**src/source/csr_pkg.sv**
```systemverilog
package csr_pkg;

    localparam int WORD_W  = 32;
    localparam int NUM_W   = 14;
    localparam int ECODE_W = 6;
    localparam int ESUB_W  = 9;
    localparam int INT_W   = 12;

    typedef logic [WORD_W-1:0]  csr_word_t;
    typedef logic [NUM_W-1:0]   csr_num_t;
    typedef logic [ECODE_W-1:0] ecode_t;
    typedef logic [ESUB_W-1:0]  esubcode_t;
    // 1:0 software, 9:2 hardware, 11 timer
    typedef logic [INT_W-1:0]   int_vec_t;

    typedef enum logic [1:0] {
        CSR_OP_RD   = 2'd0,
        CSR_OP_WR   = 2'd1,
        CSR_OP_XCHG = 2'd2,
        CSR_OP_ERTN = 2'd3
    } csr_op_e;

    localparam csr_num_t CSR_CRMD   = 14'h000;
    localparam csr_num_t CSR_PRMD   = 14'h001;
    localparam csr_num_t CSR_ECFG   = 14'h004;
    localparam csr_num_t CSR_ESTAT  = 14'h005;
    localparam csr_num_t CSR_ERA    = 14'h006;
    localparam csr_num_t CSR_BADV   = 14'h007;
    localparam csr_num_t CSR_EENTRY = 14'h00c;
    localparam csr_num_t CSR_SAVE0  = 14'h030;
    localparam csr_num_t CSR_SAVE1  = 14'h031;
    localparam csr_num_t CSR_SAVE2  = 14'h032;
    localparam csr_num_t CSR_SAVE3  = 14'h033;
    localparam csr_num_t CSR_TCFG   = 14'h041;
    localparam csr_num_t CSR_TVAL   = 14'h042;
    localparam csr_num_t CSR_TICLR  = 14'h044;

    localparam ecode_t ECODE_INT = 6'h00;
    localparam ecode_t ECODE_ADE = 6'h08;
    localparam ecode_t ECODE_ALE = 6'h09;
    localparam ecode_t ECODE_SYS = 6'h0b;
    localparam ecode_t ECODE_BRK = 6'h0c;
    localparam ecode_t ECODE_INE = 6'h0d;

    localparam esubcode_t ESUB_ADEF = 9'd0;

    // DA=1, PLV=0, IE=0
    localparam logic [8:0] CRMD_RESET = 9'h008;

    localparam int CRMD_IE       = 2;
    localparam int TCFG_EN       = 0;
    localparam int TCFG_PERIODIC = 1;
    localparam int EENTRY_LSB    = 6;

endpackage

```
**src/source/csr_if.sv**
```systemverilog
`timescale 1ns/1ps

interface csr_req_if;
    import csr_pkg::*;

    logic      valid;
    csr_op_e   op;
    csr_num_t  num;
    csr_word_t wdata;
    csr_word_t rdata;
    logic      is_excp;
    ecode_t    ecode;
    esubcode_t esubcode;
    csr_word_t pc;
    csr_word_t badv;
    logic      redir;
    csr_word_t redir_pc;

    modport issue (output valid, op, num, wdata, rdata, is_excp, ecode, esubcode,
                   pc, badv, redir, redir_pc);
    modport stage (input valid, op, num, wdata, rdata, is_excp, ecode, esubcode,
                   pc, badv, redir, redir_pc);
    // held copy, driven by the stage and read by the regfile
    modport commit (output valid, op, num, wdata, rdata, is_excp, ecode, esubcode,
                    pc, badv, redir, redir_pc);
endinterface

interface csr_view_if;
    import csr_pkg::*;

    csr_num_t  rd_num;
    csr_word_t rd_data;
    csr_word_t era;
    csr_word_t eentry;
    logic      int_req;

    modport file (input rd_num, output rd_data, era, eentry, int_req);
    modport issue (output rd_num, input rd_data, era, eentry, int_req);
endinterface

```
**src/source/csr_timer.sv**
```systemverilog
`timescale 1ns/1ps

module csr_timer #(
    parameter int TIMER_N = 32
) (
    input  logic               clk,
    input  logic               rstn,
    input  logic               tcfg_we,
    input  logic [TIMER_N-1:0] tcfg_wdata,
    input  logic               ticlr,
    output logic [TIMER_N-1:0] tcfg,
    output logic [TIMER_N-1:0] tval,
    output logic               ti_flag
);
    import csr_pkg::*;

    logic               en_q;
    logic [TIMER_N-1:0] reload;

    // InitVal is counted in units of four cycles
    assign reload = {tcfg[TIMER_N-1:2], 2'b00};

    always_ff @(posedge clk)
    begin
        if (!rstn)
        begin
            tcfg    <= '0;
            tval    <= '0;
            en_q    <= 1'b0;
            ti_flag <= 1'b0;
        end
        else
        begin
            if (tcfg_we)
                tcfg <= tcfg_wdata;
            en_q <= tcfg[TCFG_EN];

            if (ticlr)
                ti_flag <= 1'b0;
            else if (tcfg[TCFG_EN] && en_q && tval == '0)
                ti_flag <= 1'b1;

            if (tcfg[TCFG_EN] && !en_q)
                tval <= reload;
            else if (!tcfg[TCFG_EN])
                tval <= '0;
            else if (tval == '0)
                tval <= tcfg[TCFG_PERIODIC] ? reload : '1;
            // one-shot parks at all ones
            else if (tval != '1)
                tval <= tval - TIMER_N'(1);
        end
    end

endmodule

```
**src/source/csr_issue.sv**
```systemverilog
`timescale 1ns/1ps

module csr_issue (
    input  logic               clk,
    input  logic               rstn,
    input  logic               instr_valid,
    input  csr_pkg::csr_op_e   instr_op,
    input  csr_pkg::csr_num_t  instr_num,
    input  csr_pkg::csr_word_t instr_wdata,
    input  csr_pkg::csr_word_t instr_mask,
    input  csr_pkg::csr_word_t instr_pc,
    input  logic               excp_valid,
    input  csr_pkg::ecode_t    excp_ecode,
    input  csr_pkg::esubcode_t excp_esubcode,
    input  csr_pkg::csr_word_t excp_badv,
    input  logic               stall,
    csr_req_if.issue           req,
    csr_view_if.issue          view,
    input  logic               held_excp
);
    import csr_pkg::*;

    logic      int_take;
    logic      is_excp;
    logic      accept;
    csr_word_t mask;
    csr_word_t resume_pc;

    // interrupts preempt the slot even under stall
    assign int_take = view.int_req && !held_excp;
    assign is_excp  = int_take || (instr_valid && excp_valid);
    assign accept   = int_take || (instr_valid && !stall);

    assign view.rd_num = instr_num;
    assign mask        = (instr_op == CSR_OP_WR) ? '1 : instr_mask;

    always_comb
    begin
        req.valid   = accept;
        req.op      = instr_op;
        req.num     = instr_num;
        req.rdata   = view.rd_data;
        req.wdata   = (view.rd_data & ~mask) | (instr_wdata & mask);
        req.is_excp = is_excp;
        req.badv    = excp_badv;
        if (int_take)
        begin
            req.ecode    = ECODE_INT;
            req.esubcode = '0;
            // no instruction present, resume where the last item left off
            req.pc       = instr_valid ? instr_pc : resume_pc;
        end
        else
        begin
            req.ecode    = excp_ecode;
            req.esubcode = excp_esubcode;
            req.pc       = instr_pc;
            if (excp_ecode == ECODE_ADE && excp_esubcode == ESUB_ADEF)
                req.badv = instr_pc;
        end
        req.redir = is_excp || (instr_op != CSR_OP_RD);
        if (is_excp)
            req.redir_pc = view.eentry;
        else if (instr_op == CSR_OP_ERTN)
            req.redir_pc = view.era;
        else
            req.redir_pc = instr_pc + 32'd4;
    end

    // pc of the next instruction in program order
    always_ff @(posedge clk)
    begin
        if (!rstn)
            resume_pc <= '0;
        else if (accept)
            resume_pc <= req.redir ? req.redir_pc : instr_pc + 32'd4;
    end

endmodule

```
**src/source/csr_commit_stage.sv**
```systemverilog
`timescale 1ns/1ps

module csr_commit_stage (
    input  logic               clk,
    input  logic               rstn,
    input  logic               stall,
    input  logic               flush,
    csr_req_if.stage           req,
    csr_req_if.commit          held,
    output logic               held_excp,
    output csr_pkg::csr_word_t rdata,
    output csr_pkg::csr_word_t redirect_pc,
    output logic               redirect,
    output logic               excp_flush,
    output logic               ertn_flush
);
    import csr_pkg::*;

    logic int_taken;
    logic load;

    assign int_taken = req.valid && req.is_excp && (req.ecode == ECODE_INT);
    assign load      = req.valid && (!stall || int_taken);

    // valid lasts one cycle per item, so each item commits once
    always_ff @(posedge clk)
    begin
        if (!rstn)
        begin
            held.valid    <= 1'b0;
            held.rdata    <= '0;
            held.redir_pc <= '0;
        end
        else if (flush && !int_taken)
            held.valid <= 1'b0;
        else if (load)
        begin
            held.valid    <= 1'b1;
            held.rdata    <= req.rdata;
            held.redir_pc <= req.redir_pc;
        end
        else
            held.valid <= 1'b0;
    end

    always_ff @(posedge clk)
    begin
        if (load)
        begin
            held.op       <= req.op;
            held.num      <= req.num;
            held.wdata    <= req.wdata;
            held.is_excp  <= req.is_excp;
            held.ecode    <= req.ecode;
            held.esubcode <= req.esubcode;
            held.pc       <= req.pc;
            held.badv     <= req.badv;
            held.redir    <= req.redir;
        end
    end

    assign rdata       = held.rdata;
    assign redirect_pc = held.redir_pc;
    assign redirect    = held.valid && held.redir;
    assign excp_flush  = held.valid && held.is_excp;
    assign ertn_flush  = held.valid && !held.is_excp && (held.op == CSR_OP_ERTN);
    assign held_excp   = excp_flush;

endmodule

```
**src/source/csr_regfile.sv**
```systemverilog
`timescale 1ns/1ps

module csr_regfile #(
    parameter int TIMER_N = 32
) (
    input  logic       clk,
    input  logic       rstn,
    csr_req_if.commit  held,
    csr_view_if.file   view,
    input  logic [7:0] hw_int,
    output logic [8:0] crmd
);
    import csr_pkg::*;

    logic [8:0]                 crmd_q;
    logic [2:0]                 prmd_q;
    logic [12:0]                ecfg_q;
    logic [1:0]                 estat_is;
    ecode_t                     estat_ecode;
    esubcode_t                  estat_esub;
    csr_word_t                  era_q;
    csr_word_t                  badv_q;
    logic [WORD_W-1:EENTRY_LSB] eentry_q;
    csr_word_t                  save_q [4];
    logic [TIMER_N-1:0]         tcfg;
    logic [TIMER_N-1:0]         tval;
    logic                       ti_flag;
    int_vec_t                   pending;
    logic                       wr_en;
    logic                       excp_en;
    logic                       ertn_en;

    assign wr_en   = held.valid && !held.is_excp &&
                     (held.op == CSR_OP_WR || held.op == CSR_OP_XCHG);
    assign excp_en = held.valid && held.is_excp;
    assign ertn_en = held.valid && !held.is_excp && (held.op == CSR_OP_ERTN);

    csr_timer #(.TIMER_N(TIMER_N)) u_timer (
        .clk        (clk),
        .rstn       (rstn),
        .tcfg_we    (wr_en && held.num == CSR_TCFG),
        .tcfg_wdata (held.wdata[TIMER_N-1:0]),
        .ticlr      (wr_en && held.num == CSR_TICLR && held.wdata[0]),
        .tcfg       (tcfg),
        .tval       (tval),
        .ti_flag    (ti_flag)
    );

    // bit 10 stays zero
    assign pending      = {ti_flag, 1'b0, hw_int, estat_is};
    assign view.int_req = (|(pending & ecfg_q[11:0])) && crmd_q[CRMD_IE];
    assign view.era     = era_q;
    assign view.eentry  = {eentry_q, {EENTRY_LSB{1'b0}}};
    assign crmd         = crmd_q;

    always_comb
    begin
        case (view.rd_num)
            CSR_CRMD:   view.rd_data = {23'b0, crmd_q};
            CSR_PRMD:   view.rd_data = {29'b0, prmd_q};
            CSR_ECFG:   view.rd_data = {19'b0, ecfg_q};
            CSR_ESTAT:  view.rd_data = {1'b0, estat_esub, estat_ecode, 4'b0, pending};
            CSR_ERA:    view.rd_data = era_q;
            CSR_BADV:   view.rd_data = badv_q;
            CSR_EENTRY: view.rd_data = {eentry_q, {EENTRY_LSB{1'b0}}};
            CSR_SAVE0, CSR_SAVE1, CSR_SAVE2, CSR_SAVE3:
                view.rd_data = save_q[view.rd_num[1:0]];
            CSR_TCFG:   view.rd_data = csr_word_t'(tcfg);
            CSR_TVAL:   view.rd_data = csr_word_t'(tval);
            default:    view.rd_data = '0;
        endcase
    end

    always_ff @(posedge clk)
    begin
        if (!rstn)
        begin
            crmd_q      <= CRMD_RESET;
            prmd_q      <= '0;
            ecfg_q      <= '0;
            estat_is    <= '0;
            estat_ecode <= '0;
            estat_esub  <= '0;
            era_q       <= '0;
            badv_q      <= '0;
            eentry_q    <= '0;
            save_q      <= '{default: '0};
        end
        else if (excp_en)
        begin
            prmd_q      <= crmd_q[2:0];
            crmd_q[2:0] <= 3'b000;
            era_q       <= held.pc;
            estat_ecode <= held.ecode;
            estat_esub  <= held.esubcode;
            if (held.ecode == ECODE_ALE ||
                (held.ecode == ECODE_ADE && held.esubcode == ESUB_ADEF))
                badv_q <= held.badv;
        end
        else if (ertn_en)
            crmd_q[2:0] <= prmd_q;
        else if (wr_en)
        begin
            case (held.num)
                CSR_CRMD:
                begin
                    crmd_q[2:0] <= held.wdata[2:0];
                    crmd_q[8:5] <= held.wdata[8:5];
                    // DA and PG only change to a legal pair
                    if (held.wdata[4] ^ held.wdata[3])
                        crmd_q[4:3] <= held.wdata[4:3];
                end
                CSR_PRMD:   prmd_q <= held.wdata[2:0];
                CSR_ECFG:
                begin
                    ecfg_q[12:11] <= held.wdata[12:11];
                    ecfg_q[9:0]   <= held.wdata[9:0];
                end
                CSR_ESTAT:  estat_is <= held.wdata[1:0];
                CSR_ERA:    era_q <= held.wdata;
                CSR_BADV:   badv_q <= held.wdata;
                CSR_EENTRY: eentry_q <= held.wdata[WORD_W-1:EENTRY_LSB];
                CSR_SAVE0, CSR_SAVE1, CSR_SAVE2, CSR_SAVE3:
                    save_q[held.num[1:0]] <= held.wdata;
                default: ;
            endcase
        end
    end

endmodule

```
**src/source/csr_unit.sv**
```systemverilog
`timescale 1ns/1ps

module csr_unit #(
    parameter int TIMER_N = 32
) (
    input  logic               clk,
    input  logic               rstn,
    input  logic               instr_valid,
    input  csr_pkg::csr_op_e   instr_op,
    input  csr_pkg::csr_num_t  instr_num,
    input  csr_pkg::csr_word_t instr_wdata,
    input  csr_pkg::csr_word_t instr_mask,
    input  csr_pkg::csr_word_t instr_pc,
    input  logic               excp_valid,
    input  csr_pkg::ecode_t    excp_ecode,
    input  csr_pkg::esubcode_t excp_esubcode,
    input  csr_pkg::csr_word_t excp_badv,
    input  logic [7:0]         hw_int,
    input  logic               stall,
    input  logic               flush,
    output csr_pkg::csr_word_t rdata,
    output logic               redirect,
    output csr_pkg::csr_word_t redirect_pc,
    output logic               excp_flush,
    output logic               ertn_flush,
    output logic [8:0]         crmd
);

    logic held_excp;

    csr_req_if  u_req ();
    csr_req_if  u_held ();
    csr_view_if u_view ();

    csr_issue u_issue (
        .clk           (clk),
        .rstn          (rstn),
        .instr_valid   (instr_valid),
        .instr_op      (instr_op),
        .instr_num     (instr_num),
        .instr_wdata   (instr_wdata),
        .instr_mask    (instr_mask),
        .instr_pc      (instr_pc),
        .excp_valid    (excp_valid),
        .excp_ecode    (excp_ecode),
        .excp_esubcode (excp_esubcode),
        .excp_badv     (excp_badv),
        .stall         (stall),
        .req           (u_req.issue),
        .view          (u_view.issue),
        .held_excp     (held_excp)
    );

    csr_commit_stage u_stage (
        .clk         (clk),
        .rstn        (rstn),
        .stall       (stall),
        .flush       (flush),
        .req         (u_req.stage),
        .held        (u_held.commit),
        .held_excp   (held_excp),
        .rdata       (rdata),
        .redirect_pc (redirect_pc),
        .redirect    (redirect),
        .excp_flush  (excp_flush),
        .ertn_flush  (ertn_flush)
    );

    csr_regfile #(.TIMER_N(TIMER_N)) u_regfile (
        .clk    (clk),
        .rstn   (rstn),
        .held   (u_held.commit),
        .view   (u_view.file),
        .hw_int (hw_int),
        .crmd   (crmd)
    );

endmodule

```
**config.mk**
```make
export PLATFORM = sky130hd
export DESIGN_NAME = csr_unit
export DESIGN_NICKNAME = d
export VERILOG_FILES = /design/src/source/csr_pkg.sv /design/src/source/csr_if.sv /design/src/source/csr_timer.sv /design/src/source/csr_issue.sv /design/src/source/csr_commit_stage.sv /design/src/source/csr_regfile.sv /design/src/source/csr_unit.sv
export SDC_FILE = /design/constraint.sdc
export NUM_CORES = 1
export LEC_CHECK = 0
export ABC_AREA = 1
export BUFFER_PORTS_ARGS = -buffer_cell sky130_fd_sc_hd__buf_2
export CORE_UTILIZATION = 54
export CTS_CLUSTER_SIZE = 28
export DETAILED_ROUTE_END_ITERATION = 7
export GPL_TIMING_DRIVEN = 0
export PLACE_DENSITY = 0.83
export REMOVE_ABC_BUFFERS = 1
export SETUP_SLACK_MARGIN = 0.15
export SLEW_MARGIN = 10
export SYNTH_ARGS = -nofsm -noshare
export SYNTH_HDL_FRONTEND = slang
export SYNTH_SLANG_ARGS = --single-unit
export TNS_END_PERCENT = 5
```
**constraint.sdc**
```tcl
create_clock -name clk -period 5.1 [get_ports clk]
set_input_delay 0.51 -clock clk [delete_from_list [all_inputs] [get_ports clk]]
set_output_delay 0.51 -clock clk [all_outputs]
set_load 0.05 [all_outputs]
```
==> qor.yml <==
outcome:
  outcome: "finished clean"
global_routing:
  grt_start_max_net_pins: 167
  globalRouteOverflowTotal: 0
  grt_busiest_layer: "met2"
  met1_track_demand_over_resource_in_global_routing_pct: 46.85
  global_route.usage.met3_pct: 6.155
  grt_first_pass_wirelength_um: 136600
  groute.usage.overall_pct: 34.52
  grt_antenna_before_repair: 2
  grt_util_met2_pct: 53.21
  first_global_vias: 24120
synth:
  yosys.cell_count.top_type: "sky130_fd_sc_hd__nand2_1"
  synth_async_sr_flop_share_pct: 0
  synth-compound-area-share_pct: 16.64
  number_of_enable_type_register_cells_in_the_synthesized_netlist: 129
  largest_family_of_logic_cells_by_synthesized_area: "simple AND/OR/NAND/NOR gates"
  post_synth_xor_area_fraction_pct: 0.9323
  post_synth_instance_area_mm2: 0.02724
  ys_top_cells_by_area: "sky130_fd_sc_hd__dfxtp_1 (31%), sky130_fd_sc_hd__edfxtp_1 (14%), sky130_fd_sc_hd__nand2_1 (11%)"
  synth.largest_area_cell: "sky130_fd_sc_hd__dfxtp_1"
  synth_commonest_cells: "sky130_fd_sc_hd__nand2_1 (813), sky130_fd_sc_hd__nor2_1 (585), sky130_fd_sc_hd__dfxtp_1 (422), sky130_fd_sc_hd__inv_1 (402), sky130_fd_sc_hd__o21ai_0 (370)"
  syn-instance-count: 3902
  number_of_storage_elements_in_the_synthesis_netlist: 551
  synth_mux_area_share_pct: 0.2067
  synthFlopType: "sky130_fd_sc_hd__dfxtp_1"
  ys_types: 44
  synthAdderAreaFrac_pct: 0.2296
  synth_top_area_share_pct: 31.01
  postSynthAreaPerCell_um2: 6.982
  yosys.area_share.simple_pct: 27.46
  yosys_warnings: 0
  synth_seq_area_share_pct: 45.23
detailed_routing:
  detailedRoute.firstIterationViolations: 3566
  post-route-drc-count: 0
  routed_via_density: 5.744
  firstDrtPassIters: 7
  routed_wl_um: 89780
  num_vias: 27110
  post_detailed_route_wirelength_per_cell_um: 19.02
  antenna_violating_nets_post_route: 0
worst_setup_path:
  timing.critical_path.to: "u_stage.held.redir_pc[20]$_SDFFE_PN0P_"
  critical_path.slowest_cell: "sky130_fd_sc_hd__nand2_2"
  cp_slowest_stage_delay_ns: 0.87
  worstReg2RegEnd: "u_stage.held.redir_pc[20]$_SDFFE_PN0P_"
  critPathMaxFanout: 55
  cell_by_cell_listing_of_the_critical_path: "nand2_2 -> inv_4 -> nor2_2 -> nand2_4 -> o41ai_1 -> nand2_1 -> nand2_4 -> buf_16 -> nand2_1 -> nor2_1 -> nor2_1"
  critical_path_required_ns: 5.60
  crit_arrival_ns: 4.66
  cp.depth: 11
  reg2reg_slack_ns: 0.94
  crit_family: "simple AND/OR/NAND/NOR gates"
  timing.setup.critical_path_class: "flop to flop"
  regToRegStartpoint: "u_stage.held.is_excp$_DFFE_PP_"
  critical_path_launch_point: "u_stage.held.is_excp$_DFFE_PP_"
  crit_path_start_kind: "flop"
  worstSetupEndpointType: "flop"
  r2r.worst_path.cells: 11
  cp.buffers_inverters: 2
sta:
  timing.setup.tns_ns: 0
  tightestPinTransition_ns: 1.296
  rsz_0062_raised_after_global_routing: "no"
  finalHoldViolations: 0
  fmaxAchievable_mhz: 240.7
  setup_viol: 0
  timing_max_transition_violations_final: 0
  relative_slew_slack_pct: 13.40
  post-route-period-util_pct: 81.48
  fin_crit_ns: 4.155
  worst_clock_skew_ns: 0.01710
  worst_hold_slack_ns: 0.09150
power_and_ir_drop:
  vdd_ir_drop_max_mv: 0.2355
  total_power_w: 0.009598
  power_leakage_nw: 12.93
  p_per_area_mw_per_mm2: 310.5
placed_design:
  hpwlAfterDp_um: 61710
  placedCellCount: 4616
  gp_congestion: 0.9945
  post_dp_cell_area_mm2: 0.02911
  io_buffers: 248
floorplanning:
  row_count: 81
  floorplan.initialDensity_pct: 55.20
  design.core.area_mm2: 0.04936
  die_y_um: 226.6
  die_width_um: 226.6
  total_i_o_pin_count: 249
  floorplan.die_area_mm2: 0.05136
clocking:
  cts_root_buf: "sky130_fd_sc_hd__clkbuf_16"
  cts_tree: "built"
  post-cts-setup-buffers: 0
  clkLatencyLatePin_ns: 0.62
  clockBufferDepth: 3
  worst_setup_hold_path_clk_slew_ns: 0.06
  clkSinkCount: 551
  postCtsResizedCells: 0
  htreeDepth: 2
  cts_inserted_buffers: 56
  hold_buffers: 0
layout:
  layout_cell_share_with_drive_strength_beyond_1_pct: 10.26
  total_nets_final: 4188
  final_standard_cell_area_without_fillers_mm2: 0.03091
  final_cells: 4720
  syn_to_final_growth_pct: 13.47
worst_hold_path:
  hold_depth: 1
  min-delay-path-class: "primary input to flop"
job:
  maxCapViolations: 0
final cells by class:
type                            instances  area (µm²)
Fill cell                            4389       18440
Multi-Input combinational cell       2707       12540
Sequential cell                       551       12320
Timing Repair Buffer                  278        1863
Clock buffer                           86        1635
Inverter                              416        1567
Tap cell                              664       830.8
Clock inverter                         17       158.9
Antenna cell                            1       2.502
placed cells by master, fill, tap and decap left out, types with 67 or more instances in the layout:
| cell | count |
|---|---|
| sky130_fd_sc_hd__a21oi_1 | 364 |
| sky130_fd_sc_hd__buf_2 | 247 |
| sky130_fd_sc_hd__dfxtp_1 | 422 |
| sky130_fd_sc_hd__edfxtp_1 | 129 |
| sky130_fd_sc_hd__inv_1 | 401 |
| sky130_fd_sc_hd__nand2_1 | 810 |
| sky130_fd_sc_hd__nand3_1 | 268 |
| sky130_fd_sc_hd__nand4_1 | 67 |
| sky130_fd_sc_hd__nor2_1 | 576 |
| sky130_fd_sc_hd__o21ai_0 | 370 |
worst min-delay path by stage:
stage,start,to,slack [ns]
5_1_grt,instr_num[10],u_stage.held.num[10]$_DFFE_PP_,0.08
3_3_place_gp,u_regfile.save_q[34]$_SDFFE_PN0P_,u_regfile.save_q[34]$_SDFFE_PN0P_,0.43
4_1_cts,instr_num[12],u_stage.held.num[12]$_DFFE_PP_,0.07
6_report,instr_num[5],u_stage.held.num[5]$_DFFE_PP_,0.09
3_5_place_dp,u_regfile.save_q[97]$_SDFFE_PN0P_,u_regfile.save_q[97]$_SDFFE_PN0P_,0.44
2_1_floorplan,u_regfile.save_q[102]$_SDFFE_PN0P_,u_regfile.save_q[102]$_SDFFE_PN0P_,0.42
power by group:
| part | switching [W] | total, W | internal [W] | leakage, nW |
|---|---|---|---|---|
| Clock | 0.00176 | 0.00411 | 0.00235 | 0.876 |
| Combinational | 0.000566 | 0.000796 | 0.000230 | 7.44 |
| Sequential | 0.000105 | 0.00470 | 0.00459 | 4.61 |
layer usage:
layer	vias up	routed length, µm
met5	-	0
met4	0	4025
met3	203	10170
met2	1543	40290
met1	12370	35300
li1	13000	-
metrics by stage:
step                utilization (%)  setup slack, ns
finish                        62.64           0.9446
global route                  62.63           0.7194
CTS                           62.62           0.6347
detailed placement            58.98           0.6492
global placement              57.43           -8.758
floorplan                         -           -4.056
logic make-up after synthesis:
logic type / count (synthesis)
xor gates and xnor gates: 29
AOI/OAI and AO/OA: 858
adders and majority gates: 5
and+or+nand+nor: 1810
muxes: 5
buffers and inverters: 644
DFF: 551
worst reg2reg max path: stages, from the launching register on:
cell and delay, ns:
sky130_fd_sc_hd__edfxtp_1 0.42, sky130_fd_sc_hd__nand2_2 0.87, sky130_fd_sc_hd__inv_4 0.25, sky130_fd_sc_hd__nor2_2 0.21, sky130_fd_sc_hd__nand2_4 0.17, sky130_fd_sc_hd__o41ai_1 0.14, sky130_fd_sc_hd__nand2_1 0.16, sky130_fd_sc_hd__nand2_4 0.46
sky130_fd_sc_hd__buf_16 0.33, sky130_fd_sc_hd__nand2_1 0.62, sky130_fd_sc_hd__nor2_1 0.34, sky130_fd_sc_hd__nor2_1 0.07
registers in the layout, indices dropped and copies added (netlist names), 12 cells and up:
name and flops:
u_stage.held.redir_pc 32, u_issue.resume_pc 32, u_regfile.save_q 128, u_regfile.u_timer.tval 32
u_regfile.u_timer.tcfg 32, u_stage.held.badv 32, u_stage.held.rdata 32, u_stage.held.num 14
u_regfile.ecfg_q 12, u_regfile.eentry_q 26, u_regfile.badv_q 32, u_regfile.view.era 32
u_stage.held.pc 32, u_stage.held.wdata 32
Note: power is estimated with default switching activity, not from simulation.
